**src/logic/ifu_params.svh**
```systemverilog
`ifndef IFU_PARAMS_SVH
`define IFU_PARAMS_SVH

// width of byte addresses and of one instruction word
`define IFU_ADDR_W 32

// bytes per cache line, four words
`define IFU_LINE_BYTES 16

// number of direct-mapped cache lines
`define IFU_NUM_LINES 8

// first fetch address after reset
`define IFU_RESET_PC 32'h0000_0000

`endif

```
**src/logic/ifu_pkg.sv**
```systemverilog
`default_nettype none

`include "ifu_params.svh"

package ifu_pkg;

    // address split, offset bits then index bits then tag
    localparam int unsigned OFFSET_W = $clog2(`IFU_LINE_BYTES);
    localparam int unsigned INDEX_W  = $clog2(`IFU_NUM_LINES);
    localparam int unsigned TAG_W    = `IFU_ADDR_W - INDEX_W - OFFSET_W;

    // byte address and instruction word
    typedef logic [`IFU_ADDR_W-1:0] addr_t;
    typedef logic [`IFU_ADDR_W-1:0] word_t;

    // whole line, word 0 sits in the low bits
    typedef logic [`IFU_LINE_BYTES*8-1:0] line_t;

    typedef logic [INDEX_W-1:0] index_t;
    typedef logic [TAG_W-1:0]   tag_t;

    // refill handshake states
    typedef enum logic [1:0] {
        FILL_IDLE,
        FILL_REQ,
        FILL_RELEASE
    } fill_state_e;

endpackage : ifu_pkg

`default_nettype wire

```
**src/logic/icache_lookup_if.sv**
```systemverilog
`timescale 1ns/100ps
`default_nettype none

// lookup path between fetch stage and instruction cache
// purely combinational, hit and instr follow addr in the same cycle
interface icache_lookup_if import ifu_pkg::*; ();

    // current pc
    addr_t addr;
    // fetch wants a word this cycle
    logic  lookup;
    // word at addr is present
    logic  hit;
    // selected word
    word_t instr;

    // requester side
    modport fetch (
        output addr,
        output lookup,
        input  hit,
        input  instr
    );

    // cache side
    modport cache (
        input  addr,
        input  lookup,
        output hit,
        output instr
    );

endinterface : icache_lookup_if

`default_nettype wire

```
**src/logic/icache.sv**
```systemverilog
`timescale 1ns/100ps
`default_nettype none

`include "ifu_params.svh"

module icache import ifu_pkg::*; (
    input  logic  clk_i,
    input  logic  rst_n_i,

    // lookup from fetch
    icache_lookup_if.cache lk,

    // line refill towards memory
    output logic  mem_req_o,
    output addr_t mem_addr_o,
    input  logic  mem_ack_i,
    input  line_t mem_line_i
);

    // storage arrays, one entry per line
    line_t data_q [`IFU_NUM_LINES];
    tag_t  tag_q  [`IFU_NUM_LINES];
    logic [`IFU_NUM_LINES-1:0] valid_q;

    // lookup address fields
    tag_t   lk_tag;
    index_t lk_index;
    logic [OFFSET_W-3:0] lk_word;
    line_t  rd_line;

    // refill control
    fill_state_e state_q;
    fill_state_e state_d;
    addr_t  fill_addr_q;
    index_t fill_index;
    tag_t   fill_tag;
    logic   fill_start;
    logic   fill_done;

    assign lk_tag   = lk.addr[`IFU_ADDR_W-1 -: TAG_W];
    assign lk_index = lk.addr[OFFSET_W +: INDEX_W];
    // word within the line, byte bits dropped
    assign lk_word  = lk.addr[OFFSET_W-1:2];

    assign rd_line = data_q[lk_index];

    // hit needs a valid entry with matching tag
    assign lk.hit   = valid_q[lk_index] && (tag_q[lk_index] == lk_tag);
    assign lk.instr = rd_line[lk_word * `IFU_ADDR_W +: `IFU_ADDR_W];

    // fields of the line being refilled
    assign fill_index = fill_addr_q[OFFSET_W +: INDEX_W];
    assign fill_tag   = fill_addr_q[`IFU_ADDR_W-1 -: TAG_W];

    // a missing lookup opens a refill
    // ack must be low first, previous handshake fully closed
    assign fill_start = (state_q == FILL_IDLE) && lk.lookup && !lk.hit && !mem_ack_i;

    // line arrives on the edge where ack is seen
    assign fill_done = (state_q == FILL_REQ) && mem_ack_i;

    always_comb begin
        state_d = state_q;
        unique case (state_q)
            FILL_IDLE: begin
                if (fill_start) begin
                    state_d = FILL_REQ;
                end
            end
            FILL_REQ: begin
                // req drops once we leave this state
                if (mem_ack_i) begin
                    state_d = FILL_RELEASE;
                end
            end
            FILL_RELEASE: begin
                // wait for memory to drop ack
                if (!mem_ack_i) begin
                    state_d = FILL_IDLE;
                end
            end
            default: begin
                state_d = FILL_IDLE;
            end
        endcase
    end

    always_ff @(posedge clk_i) begin
        if (!rst_n_i) begin
            state_q <= FILL_IDLE;
        end else begin
            state_q <= state_d;
        end
    end

    // line-aligned address, held for the whole handshake
    always_ff @(posedge clk_i) begin
        if (fill_start) begin
            fill_addr_q <= {lk.addr[`IFU_ADDR_W-1:OFFSET_W], {OFFSET_W{1'b0}}};
        end
    end

    // valid bits, cleared by reset
    always_ff @(posedge clk_i) begin
        if (!rst_n_i) begin
            valid_q <= '0;
        end else if (fill_done) begin
            valid_q[fill_index] <= 1'b1;
        end
    end

    // data and tag written together with valid
    always_ff @(posedge clk_i) begin
        if (fill_done) begin
            data_q[fill_index] <= mem_line_i;
            tag_q[fill_index]  <= fill_tag;
        end
    end

    // req follows the state, address comes from the latch
    assign mem_req_o  = (state_q == FILL_REQ);
    assign mem_addr_o = fill_addr_q;

endmodule : icache

`default_nettype wire

```
**src/logic/ifu_fetch_stage.sv**
```systemverilog
`timescale 1ns/100ps
`default_nettype none

`include "ifu_params.svh"

module ifu_fetch_stage import ifu_pkg::*; (
    input  logic  clk_i,
    input  logic  rst_n_i,

    // back-pressure from decode
    input  logic  stall_i,

    // redirect from write-back
    input  logic  branch_taken_i,
    input  addr_t branch_target_i,

    // IF/ID register towards decode
    output logic  valid_o,
    output word_t instr_o,
    output addr_t pc_o,

    // line refill, straight through from the cache
    output logic  mem_req_o,
    output addr_t mem_addr_o,
    input  logic  mem_ack_i,
    input  line_t mem_line_i
);

    icache_lookup_if lk_if ();

    // program counter
    addr_t pc_q;
    addr_t pc_d;

    // IF/ID register
    logic  valid_q;
    logic  valid_d;
    word_t instr_q;
    addr_t pc_out_q;
    // capture payload only on an accepted hit
    logic  load_out;

    icache u_icache (
        .clk_i      (clk_i),
        .rst_n_i    (rst_n_i),
        .lk         (lk_if.cache),
        .mem_req_o  (mem_req_o),
        .mem_addr_o (mem_addr_o),
        .mem_ack_i  (mem_ack_i),
        .mem_line_i (mem_line_i)
    );

    // look up the current pc whenever decode can take a word
    assign lk_if.addr   = pc_q;
    assign lk_if.lookup = rst_n_i && !stall_i;

    // next pc and output register control
    // redirect beats stall, stall beats hit
    always_comb begin
        pc_d     = pc_q;
        valid_d  = valid_q;
        load_out = 1'b0;
        if (branch_taken_i) begin
            // kill whatever is in flight
            pc_d    = branch_target_i;
            valid_d = 1'b0;
        end else if (stall_i) begin
            // freeze pc and IF/ID
            pc_d    = pc_q;
            valid_d = valid_q;
        end else if (lk_if.hit) begin
            pc_d     = pc_q + addr_t'(4);
            valid_d  = 1'b1;
            load_out = 1'b1;
        end else begin
            // miss, hold pc and send a bubble
            valid_d = 1'b0;
        end
    end

    always_ff @(posedge clk_i) begin
        if (!rst_n_i) begin
            pc_q    <= `IFU_RESET_PC;
            valid_q <= 1'b0;
        end else begin
            pc_q    <= pc_d;
            valid_q <= valid_d;
        end
    end

    // instruction and its pc, no reset
    always_ff @(posedge clk_i) begin
        if (load_out) begin
            instr_q  <= lk_if.instr;
            pc_out_q <= pc_q;
        end
    end

    assign valid_o = valid_q;
    assign instr_o = instr_q;
    assign pc_o    = pc_out_q;

endmodule : ifu_fetch_stage

`default_nettype wire

```
**src/logic/ifu_top.sv**
```systemverilog
`timescale 1ns/100ps
`default_nettype none

// instruction-fetch subsystem boundary
// the cache lives inside the fetch stage
module ifu_top import ifu_pkg::*; (
    input  logic  clk_i,
    input  logic  rst_n_i,

    // decode back-pressure
    input  logic  stall_i,

    // taken branch from write-back, one-cycle pulse
    input  logic  branch_taken_i,
    input  addr_t branch_target_i,

    // fetched instruction to decode
    output logic  valid_o,
    output word_t instr_o,
    output addr_t pc_o,

    // four-phase line refill to memory
    output logic  mem_req_o,
    output addr_t mem_addr_o,
    input  logic  mem_ack_i,
    input  line_t mem_line_i
);

    ifu_fetch_stage u_fetch (
        .clk_i           (clk_i),
        .rst_n_i         (rst_n_i),
        .stall_i         (stall_i),
        .branch_taken_i  (branch_taken_i),
        .branch_target_i (branch_target_i),
        .valid_o         (valid_o),
        .instr_o         (instr_o),
        .pc_o            (pc_o),
        // refill side of the cache
        .mem_req_o       (mem_req_o),
        .mem_addr_o      (mem_addr_o),
        .mem_ack_i       (mem_ack_i),
        .mem_line_i      (mem_line_i)
    );

endmodule : ifu_top

`default_nettype wire

```
**config.mk**
```make
export PLATFORM = sky130hd
export DESIGN_NAME = ifu_top
export DESIGN_NICKNAME = d
export VERILOG_FILES = /design/src/logic/ifu_pkg.sv /design/src/logic/icache_lookup_if.sv /design/src/logic/icache.sv /design/src/logic/ifu_fetch_stage.sv /design/src/logic/ifu_top.sv
export VERILOG_INCLUDE_DIRS = /design/src /design/src/logic
export SDC_FILE = /design/constraint.sdc
export NUM_CORES = 1
export LEC_CHECK = 0
export BUFFER_PORTS_ARGS = -buffer_cell sky130_fd_sc_hd__buf_2
export CAP_MARGIN = 20
export CORE_UTILIZATION = 45
export DETAILED_ROUTE_END_ITERATION = 7
export HOLD_SLACK_MARGIN = 0.05
export PLACE_DENSITY_LB_ADDON = 0.1
export SYNTH_ARGS = -nofsm -noshare
export SYNTH_HDL_FRONTEND = slang
export SYNTH_SLANG_ARGS = --single-unit
```
**constraint.sdc**
```tcl
create_clock -name clk_i -period 30.4 [get_ports clk_i]
set_input_delay 3.04 -clock clk_i [delete_from_list [all_inputs] [get_ports clk_i]]
set_output_delay 3.04 -clock clk_i [all_outputs]
set_load 0.01 [all_outputs]
```
Word level (Yosys, flattened, before mapping)
Memories as Yosys holds them, arrays and structs flattened. A register that Yosys moved wholly into a read port is not among the register bits.
Index checks and enable logic that the tools add are counted.
{ "classes": {"mux": 20, "n_bitwise": 2, "n_reduce_logical": 15, "addsub": 1, "shifts": 1, "n_lt_le_gt_ge": 3, "n_eq_ne": 7} }
{ "ops": {"columns": ["operator", "count"], "rows": [
  ["128-bit by 8-bit variable part select with 32-bit output", 1],
  ["32-bit two-way mux", 3],
  ["32-bit by 3-bit adder with 32-bit output (second input constant)", 1],
  ["25-bit == test", 1],
  ["3-bit two-way mux", 4],
  ["3-bit by 4-bit less-than comparator with 1-bit output (second input constant)", 2],
  ["8-bit OR", 1],
  ["1-bit logical AND", 7],
  ["1-bit two-way mux", 7],
  ["2-bit two-way mux", 3],
  ["2-bit one-hot mux with 3 select lines", 1],
  ["2-bit by 1-bit != test with 1-bit output (second input constant)", 2],
  ["2-bit != test (second input constant)", 2],
  ["1-bit binary-select mux with 3-bit select", 1],
  ["1-bit demux with 3-bit select", 1],
  ["3-bit by 1-bit >= comparator with 1-bit output (second input constant)", 1],
  ["1-bit logical NOT", 3],
  ["3-bit AND reduction", 1],
  ["2-bit by 1-bit == test with 1-bit output (second input constant)", 1],
  ["2-bit == test (second input constant)", 1],
  ["2-bit logical NOT", 1],
  ["2-bit AND reduction", 1],
  ["2-bit nonzero test", 1],
  ["2-bit OR reduction", 1],
  ["1-bit NOT", 1]
]} }
{ "totals": {"reg_bits": 135, "mem_count": 2, "ram_bits": 1224} }
{ "mem_list": {"columns": ["memory", "depth", "word_bits", "read_ports", "rd_clocked_by_memory_dff", "wr", "line", "text"], "rows": [
  ["u_fetch.u_icache.data_q", 8, 128, 1, 1, 1, "icache.sv:21", "line_t data_q [`IFU_NUM_LINES];"],
  ["u_fetch.u_icache.tag_q", 8, 25, 1, 1, 1, "icache.sv:22", "tag_t tag_q [`IFU_NUM_LINES];"]
]} }

Depth between registers and ports, before layout
Gate-level depths: netlist of the first run.
{ "depth": {"ltp_word": 8, "depth_mapped": 14, "depth_no_buf": 8} }

Cells and area by module
A second synthesis of the first run with hierarchy kept.
{ "hier_totals": {"cells_unflattened": 2164, "area_unflattened_um2": 51642.0} }
{ "modules_own_cells": {"columns": ["module", "seq_area_each_um2", "n_inst", "area_each_um2", "cells_each"], "rows": [
  ["icache", 37796.2, 1, 47875.9, 1880],
  ["ifu_fetch_stage", 2582.5, 1, 3766.1, 284]
]} }

Worst setup path before layout of the first run
Ideal clock, no wire load.
{ "synth_timing": {"path_type": "input port to flip-flop", "start": "input port mem_ack_i", "end": "memory u_fetch.u_icache.data_q[0][0] (netlist name) (enable)", "setup_slack_ns": 15.998, "arrival_ns": 13.547, "setup_ns": 0.855, "path_buffers": 0, "path_stages": 2, "required_time_ns": 29.545, "path_cell_list": "nand3b_1 nor3_1"} }
{ "synth_between": {"elab_chain_cells": 3} }
{ "synth_rtl": {"columns": ["element", "line", "text"], "rows": [
  ["from (decl)", "ifu_top.sv:25", "input logic mem_ack_i,"],
  ["1-bit logical AND", "icache.sv:60", "assign fill_done = (state_q == FILL_REQ) && mem_ack_i;"],
  ["1-bit two-way mux", "icache.sv:114", "if (fill_done) begin"],
  ["1-bit two-way mux (not written as such)", "icache.sv:115", "data_q[fill_index] <= mem_line_i;"],
  ["to (decl)", "icache.sv:21", null]
]} }
Every way passes these cells.

==> impl_metrics.csv, run 1 <==
group,metric,value,unit
place,dp.cells,3927,
floorplanning,dieArea,117000,um2
logic_synthesis,async_flop_share,0,
logic_synthesis,synth_area_leaders,"edfxtp_1 (76%), mux4_2 (15%), dfxtp_1 (1.8%)",
critical_path,endpoint,"u_fetch.pc_o[18]$_DFFE_PP_",
logic_synthesis,synth.top_cells.by_count,"edfxtp_1 (1316), mux4_2 (354), clkbuf_1 (65)",
place,placedInstanceArea,55000,um2
finish,stdcell_count,4186,
sta,tns,0,ns
clock_network,cts-buffers-inserted,143,
critical_path,cp-start-kind,"register",
detailed_routing,vias,24076,
critical_path,crit_fanout,49,
worst_hold_path,hold_class,"reg -> reg",
floorplanning,num_io_pins,263,
critical_path,cp_data_required_time,30.75,ns
finish,fillCellCount,8961,
logic_synthesis,synth_cells,2233,
detailed_routing,avgViaCountPerCell,5.75,
detailed_routing,postRouteAntennaNets,0,
pwr,p_leak,18.7,nW
floorplanning,rows,124,
global_routing,antenna_found_initial,34,
pwr,power_density,67.7,nW/um2
finish,nNetsFinal,2727,
place,port_buffers,258,
detailed_routing,drt_iter0_drc,1846,
finish,syn_to_final_growth,14.4,%
global_routing,grt.total_usage,0.209,
detailed_routing,first_pass_iters,5,
global_routing,first_global_vias,25215,
job,maxCapViolCount,0,
place,place_congestion,0.807,
sta,finClkSkew,0.0338,ns
global_routing,grt-ovfl-total,0,
floorplanning,die_h,342,um
critical_path,r2r-end,"u_fetch.pc_o[18]$_DFFE_PP_",
clock_network,cts_tree,"built",
logic_synthesis,yosysTopAreaCell,"edfxtp_1",
critical_path,critical_path_class,"reg -> reg",
clock_network,clk_pin_slew,0.06,ns
clock_network,ctsResizeCount,0,
clock_network,clkLatencyLatePin,0.73,ns
clock_network,htree_levels,4,
global_routing,grt_max_degree,115,
logic_synthesis,synth_edf_count,1316,
floorplanning,core,114000,um2
finish,drive_above_1_share,0.339,
detailed_routing,routedWlPerCell,28.8,um
clock_network,cts_root_buf,"clkbuf_16",
logic_synthesis,synth.most_common_cell,"edfxtp_1",
logic_synthesis,netlist_area,51900,um2
clock_network,hold_buffers,0,
sta,max_freq,147,MHz
logic_synthesis,synth_cell_types,58,
finish,fin_area,59400,um2
finish,post-route-util,0.519,
logic_synthesis,synth_flop_cell,"edfxtp_1",
critical_path,ff2ff_path_depth,11,
sta,relSlewSlack,0.250,
critical_path,rrSetupSlack,23.58,ns
sta,setup_viol_count_final,0,
floorplanning,start_util,0.454,
sta,finalCriticalPeriod,6.82,ns
clock_network,clockBufferDepth,3,
outcome,run_status,"completed",
logic_synthesis,ys_warn_count,0,
sta,worst_pin_slew,1.12,ns
logic_synthesis,ys_ff_latch,1362,
sta,hold_violations,0,
sta,fin_crit_sh,0.224,
detailed_routing,wirelength,120000,um
sta,hold_ws,0.440,ns
logic_synthesis,synth.top_cell.area_share,0.762,
detailed_routing,post-route-drc-count,0,
critical_path,worst_setup_path_end_kind,"register",
floorplanning,die_x,342,um
place,dp_hpwl,68500,um
sta,rsz0062_at_grt,"no",
clock_network,cts_setup_buffers,0,
clock_network,cts.sinks,1362,
global_routing,grt_pass1_wl,175000,um
sta,slew_violations,0,
pwr,ir_drop,0.0000489,V
logic_synthesis,yosysSeqAreaShare,0.779,
logic_synthesis,avgSynthCellArea,23.2,um2
critical_path,arrival,7.18,ns
## worst max-delay path: stages (launching register included)
cell	delay (ns)
dfxtp_4	0.70
buf_4	0.81
buf_4	0.81
mux4_2	0.59
mux2i_1	0.24
xor2_1	0.28
o211ai_1	0.21
nor4_4	0.41
and3b_1	0.36
nand2_1	0.25
nor2_4	0.90
buf_4	0.63
## report_power, final
group | leakage [nW] | switching, mW | total [mW] | internal [mW]
clock network | 2.13 | 0.689 | 1.64 | 0.952
logic | 4.28 | 0.149 | 0.285 | 0.136
registers | 12.2 | 0.0246 | 2.10 | 2.07
## state kept, by name, indices dropped and copies added (netlist names), named ones only
| register | flops |
|---|---|
| u_fetch.instr_o | 32 |
| u_fetch.lk_if.addr | 32 |
| u_fetch.pc_o | 32 |
| u_fetch.u_icache.data_q | 1024 |
| u_fetch.u_icache.mem_addr_o | 28 |
| u_fetch.u_icache.state_q | 2 |
| u_fetch.u_icache.tag_q | 200 |
| u_fetch.u_icache.valid_q | 8 |
| u_fetch.valid_o | 1 |
## per-stage QoR
step                      total power [mW]  worst slack (ns)
after floorplan                       2.32             16.00
after global placement                2.43             23.26
after detailed placement              2.43             23.18
after CTS                             4.07             23.43
after global routing                  4.15             23.10
final                                 4.02             23.58
## final cells by class
type / instances / area [um2] / area share
Multi-Input combinational cell: 746 / 11000 / 0.184
Clock inverter: 62 / 503 / 0.00847
Tap cell: 1512 / 1890 / 0.0319
Timing Repair Buffer: 299 / 1660 / 0.0280
Antenna cell: 6 / 15.0 / 0.000253
Clock buffer: 190 / 3870 / 0.0652
Sequential cell: 1362 / 40500 / 0.681
Inverter: 9 / 33.8 / 0.000569
## routing by layer
layer / vias up / global-route usage / part of all wire
li1: 10253 / - / -
met5: - / 0 / 0.0018
met2: 698 / 0.351 / 0.51
met3: 228 / 0.0523 / 0.064
met1: 12861 / 0.265 / 0.40
met4: 36 / 0.0718 / 0.027
## cell families after synthesis
| logic type | Yosys count | share of synthesized area |
|---|---|---|
| other | 1 | 0.0000723 |
| xor gates and xnor gates | 19 | 0.00321 |
| adders and majority gates | 1 | 0.000241 |
| muxes | 445 | 0.172 |
| AOI/OAI and AO/OA | 111 | 0.0153 |
| and+or+nand+nor | 166 | 0.0185 |
| buffers and inverters | 128 | 0.0111 |
| DFF | 1362 | 0.779 |
## layout by cell type (no fill, tap or decap), types with 13 or more instances in the layout
cell and instances:
a31oi_1 15, xor2_1 14, clkinv_1 25, mux2_2 42, dfxtp_1 41, mux4_2 354
mux2i_1 49, nand2_1 27, o21ai_0 23, buf_2 258, clkbuf_16 147, buf_4 36
nand3_1 24, clkbuf_1 40, or4_1 13, edfxtp_1 1316, clkinv_2 20
## worst min-delay path by stage
stage	endpoint	startpoint	cells after the start	slack (ns)
final	u_fetch.pc_o[0]$_DFFE_PP_	u_fetch.lk_if.addr[0]$_SDFFE_PN0P_	0	0.44
after floorplan	u_fetch.pc_o[0]$_DFFE_PP_	u_fetch.lk_if.addr[0]$_SDFFE_PN0P_	0	0.41
after CTS	u_fetch.pc_o[0]$_DFFE_PP_	u_fetch.lk_if.addr[0]$_SDFFE_PN0P_	0	0.44
after detailed placement	u_fetch.pc_o[0]$_DFFE_PP_	u_fetch.lk_if.addr[0]$_SDFFE_PN0P_	0	0.43
after global routing	u_fetch.pc_o[0]$_DFFE_PP_	u_fetch.lk_if.addr[0]$_SDFFE_PN0P_	0	0.44
after global placement	u_fetch.pc_o[1]$_DFFE_PP_	u_fetch.lk_if.addr[1]$_SDFFE_PN0P_	0	0.42
Note: power is estimated with default switching activity, not from simulation.
==> run 2, diff against run 1 <==
clock period = 6.6 ns   (was 30.4 ns; I/O delays follow)
==> run 2 against run 1 <==
Compared with the run above: utilization is 0.096 points higher; register-to-register slack got worse by 22 ns; clock-buffer cell count is 8 lower; global-route usage up 0.71 points; total power increased to 4.6 times the previous value; sequential cell count did not move.
==> impl_metrics.csv, run 2 (synthesis gave the netlist of run 1 again) <==
group,metric,value,unit
outcome,run_status,"completed",
job,maxCapViolCount,0,
sta,finalCriticalPeriod,5.00,ns
finish,syn_to_final_growth,14.7,%
detailed_routing,drt_iter0_drc,1999,
sta,setup_viol_count_final,0,
finish,nNetsFinal,2727,
critical_path,crit_fanout,53,
finish,biggestRegsByFlops,"u_fetch.u_icache.data_q (1024), u_fetch.u_icache.tag_q (200)",
sta,relSlewSlack,0.258,
sta,setup_ws,1.60,ns
global_routing,grt_pass1_wl,179000,um
clock_network,hold_buffers,0,
sta,slew_violations,0,
critical_path,cp-start-kind,"register",
place,place_congestion,0.860,
sta,fin_crit_sh,0.757,
worst_hold_path,hold_class,"in -> reg",
clock_network,htree_levels,4,
clock_network,clockBufferDepth,3,
clock_network,cts-buffers-inserted,143,
global_routing,first_global_vias,25553,
floorplanning,die_x,342,um
clock_network,ctsResizeCount,0,
detailed_routing,post-route-drc-count,0,
sta,finClkSkew,0.0300,ns
floorplanning,start_util,0.454,
global_routing,grt.total_usage,0.216,
detailed_routing,postRouteAntennaNets,0,
global_routing,grt_max_degree,112,
finish,largest_register_ffs,1024,
global_routing,gr-usage-met1,0.265,
pwr,p_leak,18.7,nW
global_routing,use_met3,0.0542,
global_routing,grt-ovfl-total,0,
sta,max_freq,200,MHz
finish,regMostFlops,"u_fetch.u_icache.data_q",
critical_path,worst_setup_path_end_kind,"register",
detailed_routing,routedWlPerCell,29.7,um
place,dp_slack,1.51,ns
detailed_routing,wirelength,124000,um
place,dp.cells,3928,
clock_network,cts.sinks,1362,
place,dp_hpwl,70700,um
global_routing,antenna_found_initial,32,
critical_path,arrival,5.36,ns
critical_path,critical_path_class,"reg -> reg",
floorplanning,rows,124,
pwr,ir_drop,0.000228,V
critical_path,cp_data_required_time,6.96,ns
floorplanning,num_io_pins,263,
global_routing,gr-usage-met2,0.370,
finish,final_common_cell,"edfxtp_1",
sta,rsz0062_at_grt,"no",
finish,final_cell_mix,"edfxtp_1 (1316), mux4_2 (354), buf_2 (258), clkbuf_16 (149), mux2i_1 (49)",
sta,worst_pin_slew,1.11,ns
clock_network,cts_root_buf,"clkbuf_16",
clock_network,cts_tree,"built",
finish,stdcell_count,4187,
floorplanning,dieArea,117000,um2
detailed_routing,avgViaCountPerCell,5.79,
detailed_routing,first_pass_iters,5,
floorplanning,core,114000,um2
floorplanning,die_h,342,um
sta,hold_violations,0,
clock_network,clk_pin_slew,0.06,ns
clock_network,clkLatencyLatePin,0.75,ns
clock_network,cts_setup_buffers,0,
pwr,power_density,311,nW/um2
finish,drive_above_1_share,0.338,
detailed_routing,vias,24248,
global_routing,grt-busiest-layer,"met2",
place,port_buffers,258,
run 2: changes by cell type in the layout (fill, tap and decap cells not counted), moves of 3 or more:
cell,previous run,this run
buf_12,5,12
clkbuf_8,3,0
clkinv_1,25,35
clkbuf_1,40,33
buf_4,36,29
run 2: layer usage:
metal  vias to the layer above  share of wire
met5                         -         0.0017
met3                       252          0.065
met1                     12961           0.38
met4                        34          0.035
li1                      10234              -
met2                       767           0.52
run 2: per-stage QoR:
step	instance area (um2)	utilization	hold WS (ns)	power (mW)	TNS (ns)
final	59500	0.520	0.167	18.5	0
after floorplan	51900	-	0.408	10.7	-1438.93
after global placement	55100	0.482	0.421	11.1	0
after global routing	59500	0.520	0.145	19.1	0
after detailed placement	55100	0.482	0.420	11.2	0
after CTS	59500	0.520	0.126	18.7	0
run 2: power breakdown:
part	total, mW	internal [mW]	leakage (nW)	switching [mW]
clock	7.58	4.39	2.14	3.19
combinational	1.27	0.626	4.30	0.648
sequential	9.68	9.54	12.2	0.141
total	18.5	14.5	18.7	3.98
run 2: area by class of cell:
class,instances,area (um2)
fill,8843,54900
sequential,1362,40500
multi-input combinational,746,11000
clock buffer,182,3850
tap,1512,1890
timing repair buffer,299,1750
clock inverter,71,531
inverter,9,33.8
antenna,6,15.0
run 2: worst paths after layout:
kind	from	to	slack (ns)	cells past startpoint
max	register	u_fetch.pc_o[25]$_DFFE_PP_	1.60	9
min	branch_target_i[16]	u_fetch.lk_if.addr[16]$_SDFFE_PN0P_	0.17	2
max reg2reg	register	u_fetch.pc_o[25]$_DFFE_PP_	1.60	9
min reg2reg	u_fetch.lk_if.addr[1]$_SDFFE_PN0P_	u_fetch.pc_o[1]$_DFFE_PP_	0.44	0
run 2: critical path, cell delays in order (launching register included):
cell and delay (ns):
dfxtp_4 1.01, buf_4 0.76, mux2i_1 0.32, xor2_1 0.26, nand3_1 0.19, nor2_2 0.23
and3b_1 0.32, nand2_1 0.23, nor2_4 0.68, buf_12 0.45
==> run 3, diff against run 2 <==
clock period = 4.5 ns   (was 6.6 ns; I/O delays follow)
==> run 3 against run 2 <==
Compared with the run above: worst setup slack lost 1.1 ns; clock skew is essentially flat; global-route usage down 0.15 points; fmax grew 26%; register-to-register slack got worse by 1.1 ns.
==> impl_metrics.csv, run 3 (synthesis gave the netlist of run 1 again) <==
group,metric,value,unit
sta,relSlewSlack,0.388,
critical_path,r2r-end,"u_fetch.pc_o[14]$_DFFE_PP_",
critical_path,crit_fanout,23,
worst_hold_path,hold_class,"in -> reg",
critical_path,critical_path_class,"reg -> reg",
pwr,power.total,27.4,mW
worst_hold_path,hp-start,"branch_target_i[25]",
pwr,swShare,0.214,
outcome,run_status,"completed",
finish,fin_area,61600,um2
sta,worst_pin_slew,0.915,ns
finish,drive_above_1_share,0.327,
clock_network,cts_root_buf,"clkbuf_16",
detailed_routing,avgViaCountPerCell,5.68,
finish,nNetsFinal,2908,
sta,max_freq,253,MHz
clock_network,clkLatencyLatePin,0.74,ns
floorplanning,dieArea,117000,um2
detailed_routing,postRouteAntennaNets,0,
detailed_routing,wirelength,123000,um
finish,ff_latch_area,40500,um2
finish,multi_input_area,11000,um2
clock_network,cts-buffers-inserted,143,
finish,final_cell_mix,"edfxtp_1 (1316), mux4_2 (354), buf_2 (258), dlygate4sd3_1 (159), clkbuf_16 (148)",
clock_network,cts.sinks,1362,
global_routing,grt_max_degree,107,
global_routing,grt-ovfl-total,0,
pwr,p_leak,19.5,nW
sta,fin_crit_sh,0.878,
finish,biggestRegsByFlops,"u_fetch.u_icache.data_q (1024), u_fetch.u_icache.tag_q (200)",
sta,hold_violations,0,
clock_network,cts_tree,"built",
pwr,seqPwrFrac,0.515,
floorplanning,core,114000,um2
floorplanning,die_h,342,um
place,place_congestion,0.911,
floorplanning,start_util,0.454,
place,placedInstanceArea,55500,um2
job,maxCapViolCount,0,
critical_path,rrSetupSlack,0.55,ns
detailed_routing,vias,24834,
critical_path,cp-start-kind,"register",
global_routing,first_global_vias,26362,
pwr,p_int,21.5,mW
floorplanning,rows,124,
global_routing,antenna_found_initial,11,
finish,final_common_cell,"edfxtp_1",
clock_network,clockBufferDepth,3,
critical_path,worst_setup_path_end_kind,"register",
detailed_routing,first_pass_iters,5,
floorplanning,num_io_pins,263,
worst_hold_path,holdPathEnd,"u_fetch.lk_if.addr[25]$_SDFFE_PN0P_",
sta,finClkSkew,0.0295,ns
pwr,ir_drop,0.000312,V
clock_network,cts_setup_buffers,0,
clock_network,htree_levels,4,
pwr,switchingPower,5.86,mW
critical_path,cp_top_family,"simple AND/OR/NAND/NOR gates",
place,dp_hpwl,71200,um
global_routing,grt.total_usage,0.215,
place,port_buffers,258,
floorplanning,die_x,342,um
critical_path,ff2ff_path_depth,10,
finish,syn_to_final_growth,18.6,%
pwr,clkPwrFrac,0.408,
detailed_routing,drt_iter0_drc,2027,
finish,largest_register_ffs,1024,
sta,finalCriticalPeriod,3.95,ns
finish,regMostFlops,"u_fetch.u_icache.data_q",
critical_path,arrival,4.37,ns
sta,setup_viol_count_final,0,
finish,post-route-util,0.538,
clock_network,clk_pin_slew,0.06,ns
sta,slew_violations,0,
sta,tns,0,ns
critical_path,slowest_stage,"dfxtp_4",
critical_path,critPathBufInv,2,
place,dp.cells,3949,
detailed_routing,post-route-drc-count,0,
pwr,power_density,445,nW/um2
detailed_routing,routedWlPerCell,28.2,um
pwr,power_frac_comb,0.077,
finish,stdcell_count,4372,
critical_path,crit_chain,"buf_4, mux4_2, mux2i_1, xor2_1, o211ai_1, nor4_4, and3b_1, nand2_1, nor2_4, buf_12",
sta,rsz0062_at_grt,"no",
finish,fillCellCount,8744,
worst_hold_path,holdPathStages,3,
critical_path,cp_data_required_time,4.92,ns
global_routing,grt_pass1_wl,180000,um
critical_path,max_stage_delay,0.59,ns
run 3: area by class of cell:
| cell class | instances | share of cell area |
|---|---|---|
| clock buffer | 191 | 0.0631 |
| inverter | 9 | 0.000549 |
| antenna | 5 | 0.000203 |
| tap | 1512 | 0.0307 |
| clock inverter | 67 | 0.00888 |
| timing repair buffer | 480 | 0.0610 |
| multi-input combinational | 746 | 0.178 |
| sequential | 1362 | 0.657 |
run 3: routing by layer:
layer	global-route usage	vias up	wire length (um)
li1	-	10621	-
met1	0.275	13364	50100
met2	0.374	675	64100
met3	0.0393	166	6090
met4	0.0630	8	2930
met5	0	-	51
run 3: stage by stage:
stage | setup WS, ns | hold slack [ns]
2_1_floorplan | -0.771 | 0.408
3_3_place_gp | 0.590 | 0.421
3_5_place_dp | 0.550 | 0.417
4_1_cts | 0.538 | 0.0858
5_1_grt | 0.348 | 0.116
6_report | 0.548 | 0.127
run 3: tightest hold or removal path, cell delays in order:
cell and delay, ns:
buf_2 0.07, nand2b_1 0.13, o311a_1 0.17
run 3: power by group through the flow:
stage                     logic, mW  clock network, mW  registers [mW]
after floorplan                1.34                  0            14.3
after global routing           2.26               11.9            14.1
after CTS                      2.18               11.4            14.1
final                          2.11               11.2            14.1
after detailed placement       2.04                  0            14.4
after global placement         2.02                  0            14.4
run 3: worst max path at each step:
stage               slack, ns  cells past startpoint                                       to                                      from
floorplan               -0.77                      2  u_fetch.u_icache.data_q[2][0]$_DFFE_PP_  u_fetch.u_icache.mem_addr_o[4]$_DFFE_PP_
global placement         0.59                     10                u_fetch.pc_o[4]$_DFFE_PP_                                  register
detailed placement       0.55                     10               u_fetch.pc_o[11]$_DFFE_PP_                                  register
CTS                      0.54                     10               u_fetch.pc_o[14]$_DFFE_PP_                                  register
global route             0.35                     10               u_fetch.pc_o[14]$_DFFE_PP_                                  register
finish                   0.55                     10               u_fetch.pc_o[14]$_DFFE_PP_                                  register
run 3: what timing repair did:
action                                 4_1_cts  5_1_grt
hold buffers                               159        0
endpoints found under the hold margin     1058        0
resized for setup                            0        0
